<file path="config.mk">
export PLATFORM = sky130hd
export DESIGN_NAME = flowSteer
export DESIGN_NICKNAME = d
export VERILOG_FILES = /design/src/rtl/flowDataPkg.sv /design/src/rtl/flowCtrlPkg.sv /design/src/rtl/flowRegFwd.sv /design/src/rtl/flowDemuxSelectUnstable.sv /design/src/rtl/flowDemuxSelect.sv /design/src/rtl/flowSteer.sv
export VERILOG_INCLUDE_DIRS = /design/src /design/src/include
export SDC_FILE = /design/constraint.sdc
export NUM_CORES = 1
export LEC_CHECK = 0
export ABC_AREA = 1
export BUFFER_PORTS_ARGS = -buffer_cell sky130_fd_sc_hd__buf_2
export CORE_ASPECT_RATIO = 1.2
export CORE_MARGIN = 3
export CORE_UTILIZATION = 51
export DETAILED_ROUTE_END_ITERATION = 8
export PLACE_DENSITY = 0.79
export SLEW_MARGIN = 20
export SYNTH_ARGS = -nofsm -noshare
export SYNTH_HDL_FRONTEND = slang
export SYNTH_HIERARCHICAL = 1
export SYNTH_SLANG_ARGS = --single-unit
</file>
<file path="constraint.sdc">
create_clock -name clk -period 3.3 [get_ports clk]
set_input_delay 0.33 -clock clk [delete_from_list [all_inputs] [get_ports clk]]
set_output_delay 0.33 -clock clk [all_outputs]
set_load 0.01 [all_outputs]
</file>
<file path="src/include/flow_params.svh">
//----------------------------------------
// Flow steering parameters
// Global sizes shared by the packages and
// the stream steering RTL.
//----------------------------------------

`ifndef FLOW_PARAMS_SVH
`define FLOW_PARAMS_SVH

// Number of output flows.
// Select values are always below this count.
`define FLOW_NUM_FLOWS 4

// Width of the data word in each payload.
`define FLOW_DATA_WIDTH 16

// Resulting payload size with the 4-bit tag.
// 4 + 16 = 20 bits on every output stream.
// The ingress request adds the 2-bit select.
// 2 + 20 = 22 bits on the push stream.

`endif

</file>
<file path="src/rtl/flowDataPkg.sv">
//----------------------------------------
// Flow data types
// Payload carried on the output streams.
//----------------------------------------

`include "flow_params.svh"

package flowDataPkg;

  // One payload item.
  // The tag travels with the data unchanged.
  typedef struct packed {
    logic [3:0]                  tag;
    logic [`FLOW_DATA_WIDTH-1:0] data;
  } flowPayloadT;

  // One payload per output flow.
  // Index i belongs to flow i.
  typedef flowPayloadT [`FLOW_NUM_FLOWS-1:0] flowPayloadVecT;

endpackage

</file>
<file path="src/rtl/flowCtrlPkg.sv">
//----------------------------------------
// Flow routing types
// Flow number and the ingress request.
//----------------------------------------

`include "flow_params.svh"

package flowCtrlPkg;

  import flowDataPkg::*;

  // Destination flow number.
  typedef logic [$clog2(`FLOW_NUM_FLOWS)-1:0] flowIdT;

  // Ingress item.
  // Sel picks the output, payload is forwarded.
  typedef struct packed {
    flowIdT      sel;
    flowPayloadT payload;
  } flowReqT;

endpackage

</file>
<file path="src/rtl/flowRegFwd.sv">
//----------------------------------------
// Forward register stage
// One-entry ready-valid register that
// breaks the forward valid and data path.
//----------------------------------------

`timescale 1ns/1ps

module flowRegFwd #(
  // Payload type held by the stage.
  parameter type T = logic
) (
  input  logic clk,
  input  logic arstN,

  // Push side.
  output logic pushReady,
  input  logic pushValid,
  input  T     pushData,

  // Pop side.
  input  logic popReady,
  output logic popValid,
  output T     popData
);

  //----------------------------------------
  // Handshake
  //----------------------------------------

  // Accept when empty or when the held item leaves.
  // Combinational path from popReady to pushReady.
  assign pushReady = !popValid || popReady;

  //----------------------------------------
  // Storage
  //----------------------------------------

  // Valid bit.
  // Loads the push valid on every open slot.
  always_ff @(posedge clk or negedge arstN) begin
    if (!arstN) begin
      popValid <= 1'b0;
    end else if (pushReady) begin
      popValid <= pushValid;
    end
  end

  // Payload.
  // Only captured on a real push handshake.
  always_ff @(posedge clk) begin
    if (pushReady && pushValid) begin
      popData <= pushData;
    end
  end

  // The consumer only sees registered values.
  // Glitches on pushValid or pushData before
  // the edge never reach the pop side.

endmodule

</file>
<file path="src/rtl/flowDemuxSelectUnstable.sv">
//----------------------------------------
// Combinational flow demux
// Routes one input stream to the flow
// named by an explicit binary select.
//----------------------------------------

`timescale 1ns/1ps

`include "flow_params.svh"

module flowDemuxSelectUnstable
  import flowDataPkg::*, flowCtrlPkg::*;
(
  // Destination of the current item.
  input  flowIdT                       select,

  // Push side.
  output logic                         pushReady,
  input  logic                         pushValid,
  input  flowPayloadT                  pushData,

  // Pop side, one stream per flow.
  input  logic [`FLOW_NUM_FLOWS-1:0]   popReady,
  output logic [`FLOW_NUM_FLOWS-1:0]   popValidUnstable,
  output flowPayloadVecT               popDataUnstable
);

  // One-hot flow enable from the select.
  logic [`FLOW_NUM_FLOWS-1:0] flowEnable;

  //----------------------------------------
  // Select decode
  //----------------------------------------

  always_comb begin
    flowEnable         = '0;
    flowEnable[select] = 1'b1;
  end

  //----------------------------------------
  // Forward path
  //----------------------------------------

  // Valid only on the selected flow.
  // Follows select and pushValid with no delay.
  assign popValidUnstable = flowEnable & {`FLOW_NUM_FLOWS{pushValid}};

  // Payload fans out to every flow.
  // Unselected flows ignore it since their valid is low.
  always_comb begin
    for (int i = 0; i < `FLOW_NUM_FLOWS; i++) begin
      popDataUnstable[i] = pushData;
    end
  end

  //----------------------------------------
  // Backward path
  //----------------------------------------

  // Ready of the selected flow only.
  // A stalled flow blocks the input while it is selected.
  assign pushReady = |(flowEnable & popReady);

endmodule

</file>
<file path="src/rtl/flowDemuxSelect.sv">
//----------------------------------------
// Flow demux with select
// Combinational demux followed by one
// forward register on every flow.
//----------------------------------------

`timescale 1ns/1ps

`include "flow_params.svh"

module flowDemuxSelect
  import flowDataPkg::*, flowCtrlPkg::*;
(
  input  logic                         clk,
  input  logic                         arstN,

  // Destination of the current item.
  input  flowIdT                       select,

  // Push side.
  output logic                         pushReady,
  input  logic                         pushValid,
  input  flowPayloadT                  pushData,

  // Pop side, one stream per flow.
  input  logic [`FLOW_NUM_FLOWS-1:0]   popReady,
  output logic [`FLOW_NUM_FLOWS-1:0]   popValid,
  output flowPayloadVecT               popData
);

  // Links between the demux and the flow registers.
  logic [`FLOW_NUM_FLOWS-1:0] internalReady;
  logic [`FLOW_NUM_FLOWS-1:0] internalValidUnstable;
  flowPayloadVecT             internalDataUnstable;

  //----------------------------------------
  // Combinational demux
  //----------------------------------------

  flowDemuxSelectUnstable demuxInst (
    .select           (select),
    .pushReady        (pushReady),
    .pushValid        (pushValid),
    .pushData         (pushData),
    .popReady         (internalReady),
    .popValidUnstable (internalValidUnstable),
    .popDataUnstable  (internalDataUnstable)
  );

  //----------------------------------------
  // Per-flow output registers
  //----------------------------------------

  // Each consumer sees stable valid and data.
  // popReady still reaches pushReady combinationally.
  for (genvar i = 0; i < `FLOW_NUM_FLOWS; i++) begin : genPopReg
    flowRegFwd #(
      .T (flowPayloadT)
    ) popRegInst (
      .clk       (clk),
      .arstN     (arstN),
      .pushReady (internalReady[i]),
      .pushValid (internalValidUnstable[i]),
      .pushData  (internalDataUnstable[i]),
      .popReady  (popReady[i]),
      .popValid  (popValid[i]),
      .popData   (popData[i])
    );
  end

endmodule

</file>
<file path="src/rtl/flowSteer.sv">
//----------------------------------------
// Flow steering top level
// Ingress register, then a demux with
// registered outputs, two cycles deep.
//----------------------------------------

`timescale 1ns/1ps

`include "flow_params.svh"

module flowSteer
  import flowDataPkg::*, flowCtrlPkg::*;
(
  input  logic                         clk,
  input  logic                         arstN,

  // Request stream from the source.
  output logic                         pushReady,
  input  logic                         pushValid,
  input  flowReqT                      pushReq,

  // Output streams, one per flow.
  input  logic [`FLOW_NUM_FLOWS-1:0]   popReady,
  output logic [`FLOW_NUM_FLOWS-1:0]   popValid,
  output flowPayloadVecT               popPayload
);

  // Registered request toward the demux.
  logic    reqValid;
  logic    reqReady;
  flowReqT reqItem;

  // Select split from the held request.
  // Stable while the request is stalled.
  flowIdT  reqSel;

  assign reqSel = reqItem.sel;

  // Ingress stage.
  flowRegFwd #(
    .T (flowReqT)
  ) ingressInst (
    .clk       (clk),
    .arstN     (arstN),
    .pushReady (pushReady),
    .pushValid (pushValid),
    .pushData  (pushReq),
    .popReady  (reqReady),
    .popValid  (reqValid),
    .popData   (reqItem)
  );

  // Steering stage.
  flowDemuxSelect demuxSelectInst (
    .clk       (clk),
    .arstN     (arstN),
    .select    (reqSel),
    .pushReady (reqReady),
    .pushValid (reqValid),
    .pushData  (reqItem.payload),
    .popReady  (popReady),
    .popValid  (popValid),
    .popData   (popPayload)
  );

endmodule

</file>
# Word-level counts from Yosys, hierarchy flattened
# Index checks and enable logic that the tools add are counted.
# classes
n_bitwise	2
n_mux	2
n_lt_le_gt_ge	2
n_reduce_logical	17
# ops
op	n
4-bit bitwise AND	2
1-bit logical AND	6
1-bit zero test	5
1-bit logical OR	5
4-bit OR reduction	1
2-bit by 3-bit less-than comparator with 1-bit output, second input constant	1
1-bit demux with 2-bit select	1
2-bit by 1-bit >= comparator with 1-bit output, second input constant	1
1-bit two-way mux	1
# totals
out_inout_bits	85
inputBits	29
word_cells	39
regBits	107

# Longest topological paths before layout
# Gate-level depths: netlist of the first run.
# logic_depth
word_depth	8
mapped_depth	9
ltp_nobuf	9

# By module
# The synthesis of the first run kept the hierarchy.
# modules_own_cells
mod	seq_area_each_um2	area_each_um2	cells_per_inst	n_inst
flowRegFwd at demuxSelectInst.genPopReg[0].popRegInst ...	625.6	645.6	26	4
flowRegFwd at ingressInst	685.7	705.7	28	1
flowDemuxSelectUnstable	0.0	678.2	97	1

# Worst setup path before layout of the first run
# No wires, ideal clock.
# synth_timing
kind	reg2reg
startpoint	reg ingressInst/popData[21] (netlist name)
endpoint	reg ingressInst/popData[0] (netlist name), enable pin
required_time_ns	2.892
n_path_buf	0
setup_ns	0.408
arrival_ns	1.876
path_slack_ns	1.015
stages_incl_launch_ff	8
path_cell_list	edfxtp_1 inv_2 nand3_1 nand2_1 inv_1 nand2_1 inv_1 a21oi_1
# synth_between
elab_chain_len	8
elab_cells_between_ends	9
classes_between	2 x order compare; 2 x mux; 1 x bitwise; 4 x reduce/logical
# synth_lines
element	line_no	source
start, declared	flowRegFwd.sv:24	output T popData
start signal, assigned	flowRegFwd.sv:53	popData <= pushData;
2-bit by 3-bit less-than comparator with 1-bit output (implied by the code) / 2-bit by 1-bit >= comparator with 1-bit output (equally long branches)	flowDemuxSelectUnstable.sv:37	flowEnable[select] = 1'b1;
1-bit logical AND (implied by the code)	flowDemuxSelectUnstable.sv:37	
1-bit two-way mux (implied by the code)	flowDemuxSelectUnstable.sv:37	
1-bit demux with 2-bit select *	flowDemuxSelectUnstable.sv:37	
4-bit bitwise AND *	flowDemuxSelectUnstable.sv:62	assign pushReady = |(flowEnable & popReady);
4-bit OR reduction *	flowDemuxSelectUnstable.sv:62	
via reqReady	flowSteer.sv:30	logic reqReady;
1-bit logical OR *	flowRegFwd.sv:33	assign pushReady = !popValid || popReady;
1-bit logical AND *	flowRegFwd.sv:52	if (pushReady && pushValid) begin
# Mark *: on every way through the listed nets, which the timed path passes. The rest lies on a longest branch.
# A chain may end at the register's enable or synchronous reset.

# Worst setup path after layout of the first run
# layout_timing
startpoint	reg ingressInst/popData[21] (netlist name)
endpoint	reg demuxSelectInst/genPopReg[2].popRegInst/popData[16] (netlist name)
# layout_between
elab_chain_len	6
elab_cells_between_ends	7
classes_between	2 x order compare; 2 x mux; 1 x bitwise; 2 x reduce/logical
# layout_lines
element	line_no	source
2-bit by 3-bit less-than comparator with 1-bit output (implied by the code) / 2-bit by 1-bit >= comparator with 1-bit output (equally long branches)	flowDemuxSelectUnstable.sv:37	
1-bit logical AND (implied by the code)	flowDemuxSelectUnstable.sv:37	
1-bit two-way mux (implied by the code)	flowDemuxSelectUnstable.sv:37	
1-bit demux with 2-bit select *	flowDemuxSelectUnstable.sv:37	
4-bit bitwise AND *	flowDemuxSelectUnstable.sv:46	assign popValidUnstable = flowEnable & {`FLOW_NUM_FLOWS{pushValid}};
via demuxSelectInst.internalValidUnstable[2]	flowDemuxSelect.sv:33	logic [`FLOW_NUM_FLOWS-1:0] internalValidUnstable;
1-bit logical AND *	flowRegFwd.sv:52	
# Marks and branches as above.

==> reports/results.ini, run 1 <==
[worst_setup_path]
cpMaxStageDelayCell = a21oi_2
start_kind = flop
required_ps = 3350
rr_worst_depth = 5
crit_arrival_ps = 2090
critPathMaxFanout = 11
regToRegStartpoint = ingressInst/popData[21]
cp.depth = 5
slowest_delay_ps = 550
crit_chain = inv_2, nor3_1, inv_1, a21oi_2, buf_4
rrSetupSlack_ps = 1260
startpoint = ingressInst/popData[21]
cpLargestDelayFamily = compound AO/OA/AOI/OAI gates
path_buf_inv = 3
crit_type = reg -> reg
cp-end-kind = flop

[hold_path]
hold_path_class = in -> reg

[clocking]
root_buffer = clkbuf_8
cts.sinks = 107
clk-insertion-delay-late_ps = 360
cts_tree = done
clk_pin_slew_ps = 110
cts_buffers = 9
postCtsSetupRepairBufs = 0
ctsResizeCount = 0
cts_max_path_buffers = 2
htreeDepth = 3

[synthesis]
syn_area_per_cell_um2 = 17.3
synth_edf_count = 102
netlist.area_leader.share = 0.772
yosys_warnings = 6
postSynth.asyncResetShare = 0.0467
synth.most_common_cell = edfxtp_1
synth.distinct_cells = 11
synth_area_um2 = 3970
yosys.area.top_type = edfxtp_1
ys_top_cells_by_area = edfxtp_1, buf_4, dfrtp_1, nand2_1, inv_1
ys_ff_latch = 107
seq_area_frac_synth = 0.804
synth-main-ff-cell = edfxtp_1
synthCells = 229
syn_nets = 258
synth_common_cells = edfxtp_1, buf_4, nand2_1

[route]
drc = 0
drt_first_iter_violations = 102
avgViaCountPerCell = 4.70
firstDrtPassIters = 6
vias = 1752
antenna_left = 0
wl_per_cell_um = 17.2
finalWirelength_um = 6420

[global_route]
grt-ovfl-total = 0
grt_first_pass_wirelength_um = 9500
antenna_found_initial = 1
grt_pass1_vias = 1813
grt_usage = 0.149
grt_max_degree = 23

[layout]
antenna_cells = 0
nFillCells = 572
area_growth_pct = 8.08
finalNetCount = 307
drive_above_1_share = 0.495
utilization = 0.579
design_area_um2 = 4290

[timing]
fin_tns_setup_ps = 0
setup_viol = 0
hold_viol = 0
whs_ps = 145
min_period_ps = 2040
finalMaxSlewViolations = 0
setup_slack_ps = 1260
slew_headroom = 0.464
fin_skew_ps = 11.5
post-route-period-util = 0.619
rsz0062_at_grt = no
fmax_mhz = 490
max_slew.worst_pin.slew_ps = 802

[floorplan]
die_area_um2 = 8880
io_pins = 114
core_area_um2 = 7400
initial_core_util = 0.536
rows = 34
die_w_um = 86.5
die_h_um = 103

[placement]
post-place-ws_ps = 1280
place_area_um2 = 4100
hpwl_um = 4440
portBuffers = 113
place_congestion = 0.726

[run_status]
status = completed

[power_and_ir_drop]
power_density_nw_per_um2 = 590
irDropWorstVdd_mv = 0.359
p_leak_uw = 0.00170

[flow_run]
cap_violations = 0

-- cell type report --
type | count | area (um^2) | area share
Clock inverter | 7 | 52.6 | 0.0123
Timing Repair Buffer | 118 | 606 | 0.141
Inverter | 15 | 56.3 | 0.0131
Sequential cell | 107 | 3190 | 0.744
Clock buffer | 9 | 124 | 0.0289
Tap cell | 90 | 113 | 0.0263
Multi-Input combinational cell | 27 | 148 | 0.0344
-- cell families (layout without fill, tap and decap cells) --
logic type | Yosys count | after routing | synth area share
buffers and inverters | 95 | 149 | 0.166
flip-flops | 107 | 107 | 0.804
AO/OA/AOI/OAI | 5 | 5 | 0.00631
AND/OR/NAND/NOR | 22 | 22 | 0.0243
-- registers in the layout, indices dropped and copies added, names as in the netlist --
name	flops
demuxSelectInst/genPopReg.popRegInst/popData	80
demuxSelectInst/genPopReg.popRegInst/popValid	4
ingressInst/popData	22
ingressInst/popValid	1
-- metal layers --
metal,vias to the layer above,track usage,share of wire
li1,817,-,-
met1,836,0.177,0.40
met2,87,0.247,0.49
met3,10,0.0608,0.092
met4,2,0.0528,0.017
met5,-,0,0.0016
-- layout by cell type, fill, tap and decap left out --
cell type	Yosys	layout
buf_2	0	113
edfxtp_1	102	102
nand2_1	14	14
inv_1	13	13
clkbuf_8	0	9
dfrtp_1	5	5
a21oi_2	0	4
buf_4	80	4
nor3_1	3	3
nand3_1	3	3
clkinvlp_4	0	2
inv_2	2	2
inv_8	0	1
clkinv_1	0	1
inv_6	0	1
clkinv_2	0	1
clkinv_4	0	1
nor2_1	1	1
nor3_2	1	1
dlygate4sd3_1	0	1
a21oi_4	0	1
-- worst min path at each step --
stage	from	to	slack, ps	cells after the start
6_report	pushReq[2]	ingressInst/popData[2]	140	1
5_1_grt	pushReq[2]	ingressInst/popData[2]	110	1
4_1_cts	pushReq[2]	ingressInst/popData[2]	130	1
3_5_place_dp	arstN	demuxSelectInst/genPopReg[0].popRegInst/popValid	160	1
3_3_place_gp	arstN	demuxSelectInst/genPopReg[2].popRegInst/popValid	150	1
2_1_floorplan	arstN	demuxSelectInst/genPopReg[0].popRegInst/popValid	30	0
-- power breakdown --
group | leakage, uW | internal, uW | switching (uW)
Clock | 0.0000852 | 280 | 429
Combinational | 0.000607 | 64.3 | 121
Sequential | 0.00101 | 1590 | 41.4
Total | 0.00170 | 1940 | 591
-- repair_timing --
item,in CTS,in global routing
hold buffers,1,0
endpoints found under the hold margin,5,0
endpoints found under the setup margin,0,0
-- metrics by stage --
stage / std cells / total power (uW)
floorplan: 229 / 1840
global placement: 356 / 1850
detailed placement: 356 / 1860
CTS: 373 / 2560
global route: 373 / 2640
finish: 373 / 2530
(Power assumes the default switching activity.)
==> run 2: changes to the inputs <==
ABC_AREA = 0   (was 1)
clock period = 1.9 ns   (was 3.3 ns; I/O delays follow)
==> run 2 against run 1 <==
  * Register-to-register slack got worse by 980 ps
  * Via count shrank 0.57%
  * Total power grew 67%
  * Clock-buffer cell count unchanged
  * Non-clock buffer count up 16
  * Flip-flop and latch count unchanged
  * Largest cell class unchanged
==> reports/results.ini, run 2 <==
[worst_setup_path]
slowest_delay_ps = 520  ; -30 ps
crit_type = reg -> out
required_ps = 1710  ; -1640 ps
cp-end-kind = output pin
cpMaxStageDelayCell = mux4_2
start_kind = flop
critPathMaxFanout = 5  ; -6
crit_chain = mux4_2, nand2b_4, buf_2
crit_arrival_ps = 1580  ; -510 ps

[synthesis]
ys_ff_latch = 107  ; unchanged
synth.distinct_cells = 10  ; -1
yosys_warnings = 6  ; unchanged
synthCells = 207  ; -9.6%
synth_common_cells = edfxtp_1, buf_4
ys_top_cells_by_area = edfxtp_1, buf_4, dfrtp_1, nand2b_4, and2_4
syn_nets = 236  ; -8.5%
synth_area_um2 = 3990  ; +0.60%
syn_area_per_cell_um2 = 19.3  ; +11%
netlist.area_leader.share = 0.768  ; -0.00460
yosys.area.top_type = edfxtp_1
synth.most_common_cell = edfxtp_1
synth-main-ff-cell = edfxtp_1
synth_edf_count = 102  ; unchanged
seq_area_frac_synth = 0.799  ; -0.00479
postSynth.asyncResetShare = 0.0467  ; unchanged

[clocking]
htreeDepth = 3  ; unchanged
clk_pin_slew_ps = 90  ; -20 ps
cts_tree = done
holdBufCountCts = 18  ; +17
clk-insertion-delay-late_ps = 350  ; about the same
cts_max_path_buffers = 2  ; unchanged
ctsResizeCount = 0  ; unchanged
cts_buffers = 9  ; unchanged
cts.sinks = 107  ; unchanged
postCtsSetupRepairBufs = 0  ; unchanged
root_buffer = clkbuf_8

[flow_run]
cap_violations = 0  ; unchanged

[power_and_ir_drop]
internal_power_uw = 3310  ; +71%
comb_power_share = 0.062  ; -0.011
power_density_nw_per_um2 = 950  ; +61%
p_clk_frac = 0.283  ; +0.003
p_seq_frac = 0.655  ; +0.008
p_sw_uw = 917  ; +55%
irDropWorstVdd_mv = 0.539  ; +50%
sw_frac_of_total = 0.217  ; -0.0165
p_leak_uw = 0.00174  ; +2.5%

[timing]
setup_viol = 0  ; unchanged
post-route-period-util = 0.934
rsz0062_at_grt = no
finalMaxSlewViolations = 0  ; unchanged
fin_tns_setup_ps = 0  ; unchanged
slew_headroom = 0.772  ; +0.308
min_period_ps = 1770
hold_viol = 0  ; unchanged
fin_skew_ps = 5.82  ; -5.70 ps
max_slew.worst_pin.slew_ps = 342  ; -460 ps
fmax_mhz = 564

[layout]
antenna_cells = 0  ; unchanged
layout_commonest_cell = buf_2
largest_register_ffs = 80  ; unchanged
final_cell_mix = buf_2, edfxtp_1, dlygate4sd3_1, clkbuf_8
largestRegisters = demuxSelectInst/genPopReg.popRegInst/popData x80, ingressInst/popData x22, demuxSelectInst/genPopReg.popRegInst/popValid x4
area_growth_pct = 11.4
drive_above_1_share = 0.509  ; +0.0143
fin_cells = 367  ; -1.6%
top_register = demuxSelectInst/genPopReg.popRegInst/popData
finalNetCount = 301  ; -2.0%

[global_route]
grt_pass1_vias = 1804  ; -0.50%
grt_max_degree = 23  ; unchanged
grt_first_pass_wirelength_um = 9380  ; -1.2%
grt_usage = 0.147  ; -0.00212
grt-ovfl-total = 0  ; unchanged
antenna_found_initial = 0  ; -1

[floorplan]
initial_core_util = 0.536  ; about the same
die_area_um2 = 8930  ; +0.56%
die_w_um = 86.7  ; +0.28%
rows = 34  ; unchanged
io_pins = 114  ; unchanged
die_h_um = 103  ; +0.28%
core_area_um2 = 7440  ; +0.57%

[route]
antenna_left = 0  ; unchanged
vias = 1742  ; -0.57%
finalWirelength_um = 6380  ; -0.69%
drc = 0  ; unchanged
drt_first_iter_violations = 61  ; -40%
wl_per_cell_um = 17.4  ; +0.94%
avgViaCountPerCell = 4.75  ; +1.1%
firstDrtPassIters = 4  ; -2

[hold_path]
hold_path_class = in -> reg

[run_status]
status = completed

[placement]
place_congestion = 0.705  ; -2.9%
dp.cells = 330  ; -7.3%
portBuffers = 113  ; unchanged

run 2: cell types whose count changed in the layout (fill, tap and decap cells not counted), sizes merged, moves of 4 or more:
| cell | delta |
|---|---|
| buf | -4 |
| nand2 | -14 |
| a21oi | -5 |
| and2 | +5 |
| dlygate4sd3 | +20 |
| inv | -16 |
| nor3 | -4 |
| nand2b | +10 |
run 2: cell type report:
cell class                 count  area [um^2]
tap                           90          113
clock inverter                 7         43.8
multi-input combinational     20          201
timing repair buffer         134          776
clock buffer                   9          124
sequential                   107         3190
fill                         550         3000
run 2: worst paths after layout:
check	from	end	slack (ps)	cells after the start
min in group asynchronous	arstN	demuxSelectInst/genPopReg[0].popRegInst/popValid	170	2
setup reg to reg	ingressInst/popData[20]	ingressInst/popData[8]	280	3
hold reg to reg	ingressInst/popData[1]	demuxSelectInst/genPopReg[2].popRegInst/popData[1]	500	0
hold / removal	pushReq[3]	ingressInst/popData[3]	20	1
max in group asynchronous	arstN	ingressInst/popValid	1590	2
setup / recovery	ingressInst/popData[20]	pushReady	130	3
run 2: layer usage:
layer | up-vias | share of wire | routed length [um] | GRT usage
li1 | 788 | - | - | -
met1 | 870 | 0.37 | 2370 | 0.166
met2 | 73 | 0.54 | 3430 | 0.255
met3 | 11 | 0.068 | 434 | 0.0512
met4 | 0 | 0.021 | 135 | 0.0612
met5 | - | 0 | 0 | 0
run 2: cells by family after synthesis:
kind of cell           after synthesis  synth area share
buffers and inverters               80             0.151
multiplexers                         1           0.00564
AND/OR/NAND/NOR                     19            0.0448
flip-flops                         107             0.799
run 2: power groups by stage:
stage / sequential (uW) / combinational [uW] / clock [uW]
global route: 2780 / 284 / 1340
CTS: 2770 / 264 / 1230
global placement: 2810 / 228 / 0
floorplan: 2850 / 199 / 0
detailed placement: 2820 / 235 / 0
finish: 2770 / 262 / 1190
run 2: critical path, delay by kind of cell, from the launching register on:
family	cells	cell delay, ps
and+or+nand+nor	1	160
DFF	1	420
buffers and inverters	1	140
muxes	1	520
run 2: through the flow:
| step | worst slack (ps) | hold slack [ps] | area (um^2) | utilization | power [uW] |
|---|---|---|---|---|---|
| CTS | 109 | 0.511 | 4420 | 0.593 | 4270 |
| detailed placement | 277 | 14.1 | 4070 | 0.546 | 3060 |
| floorplan | 309 | -106 | 3990 | - | 3050 |
| global placement | 302 | 9.76 | 4070 | 0.546 | 3040 |
| global route | 33.3 | 2.53 | 4450 | 0.597 | 4400 |
| finish | 126 | 19.3 | 4450 | 0.597 | 4220 |
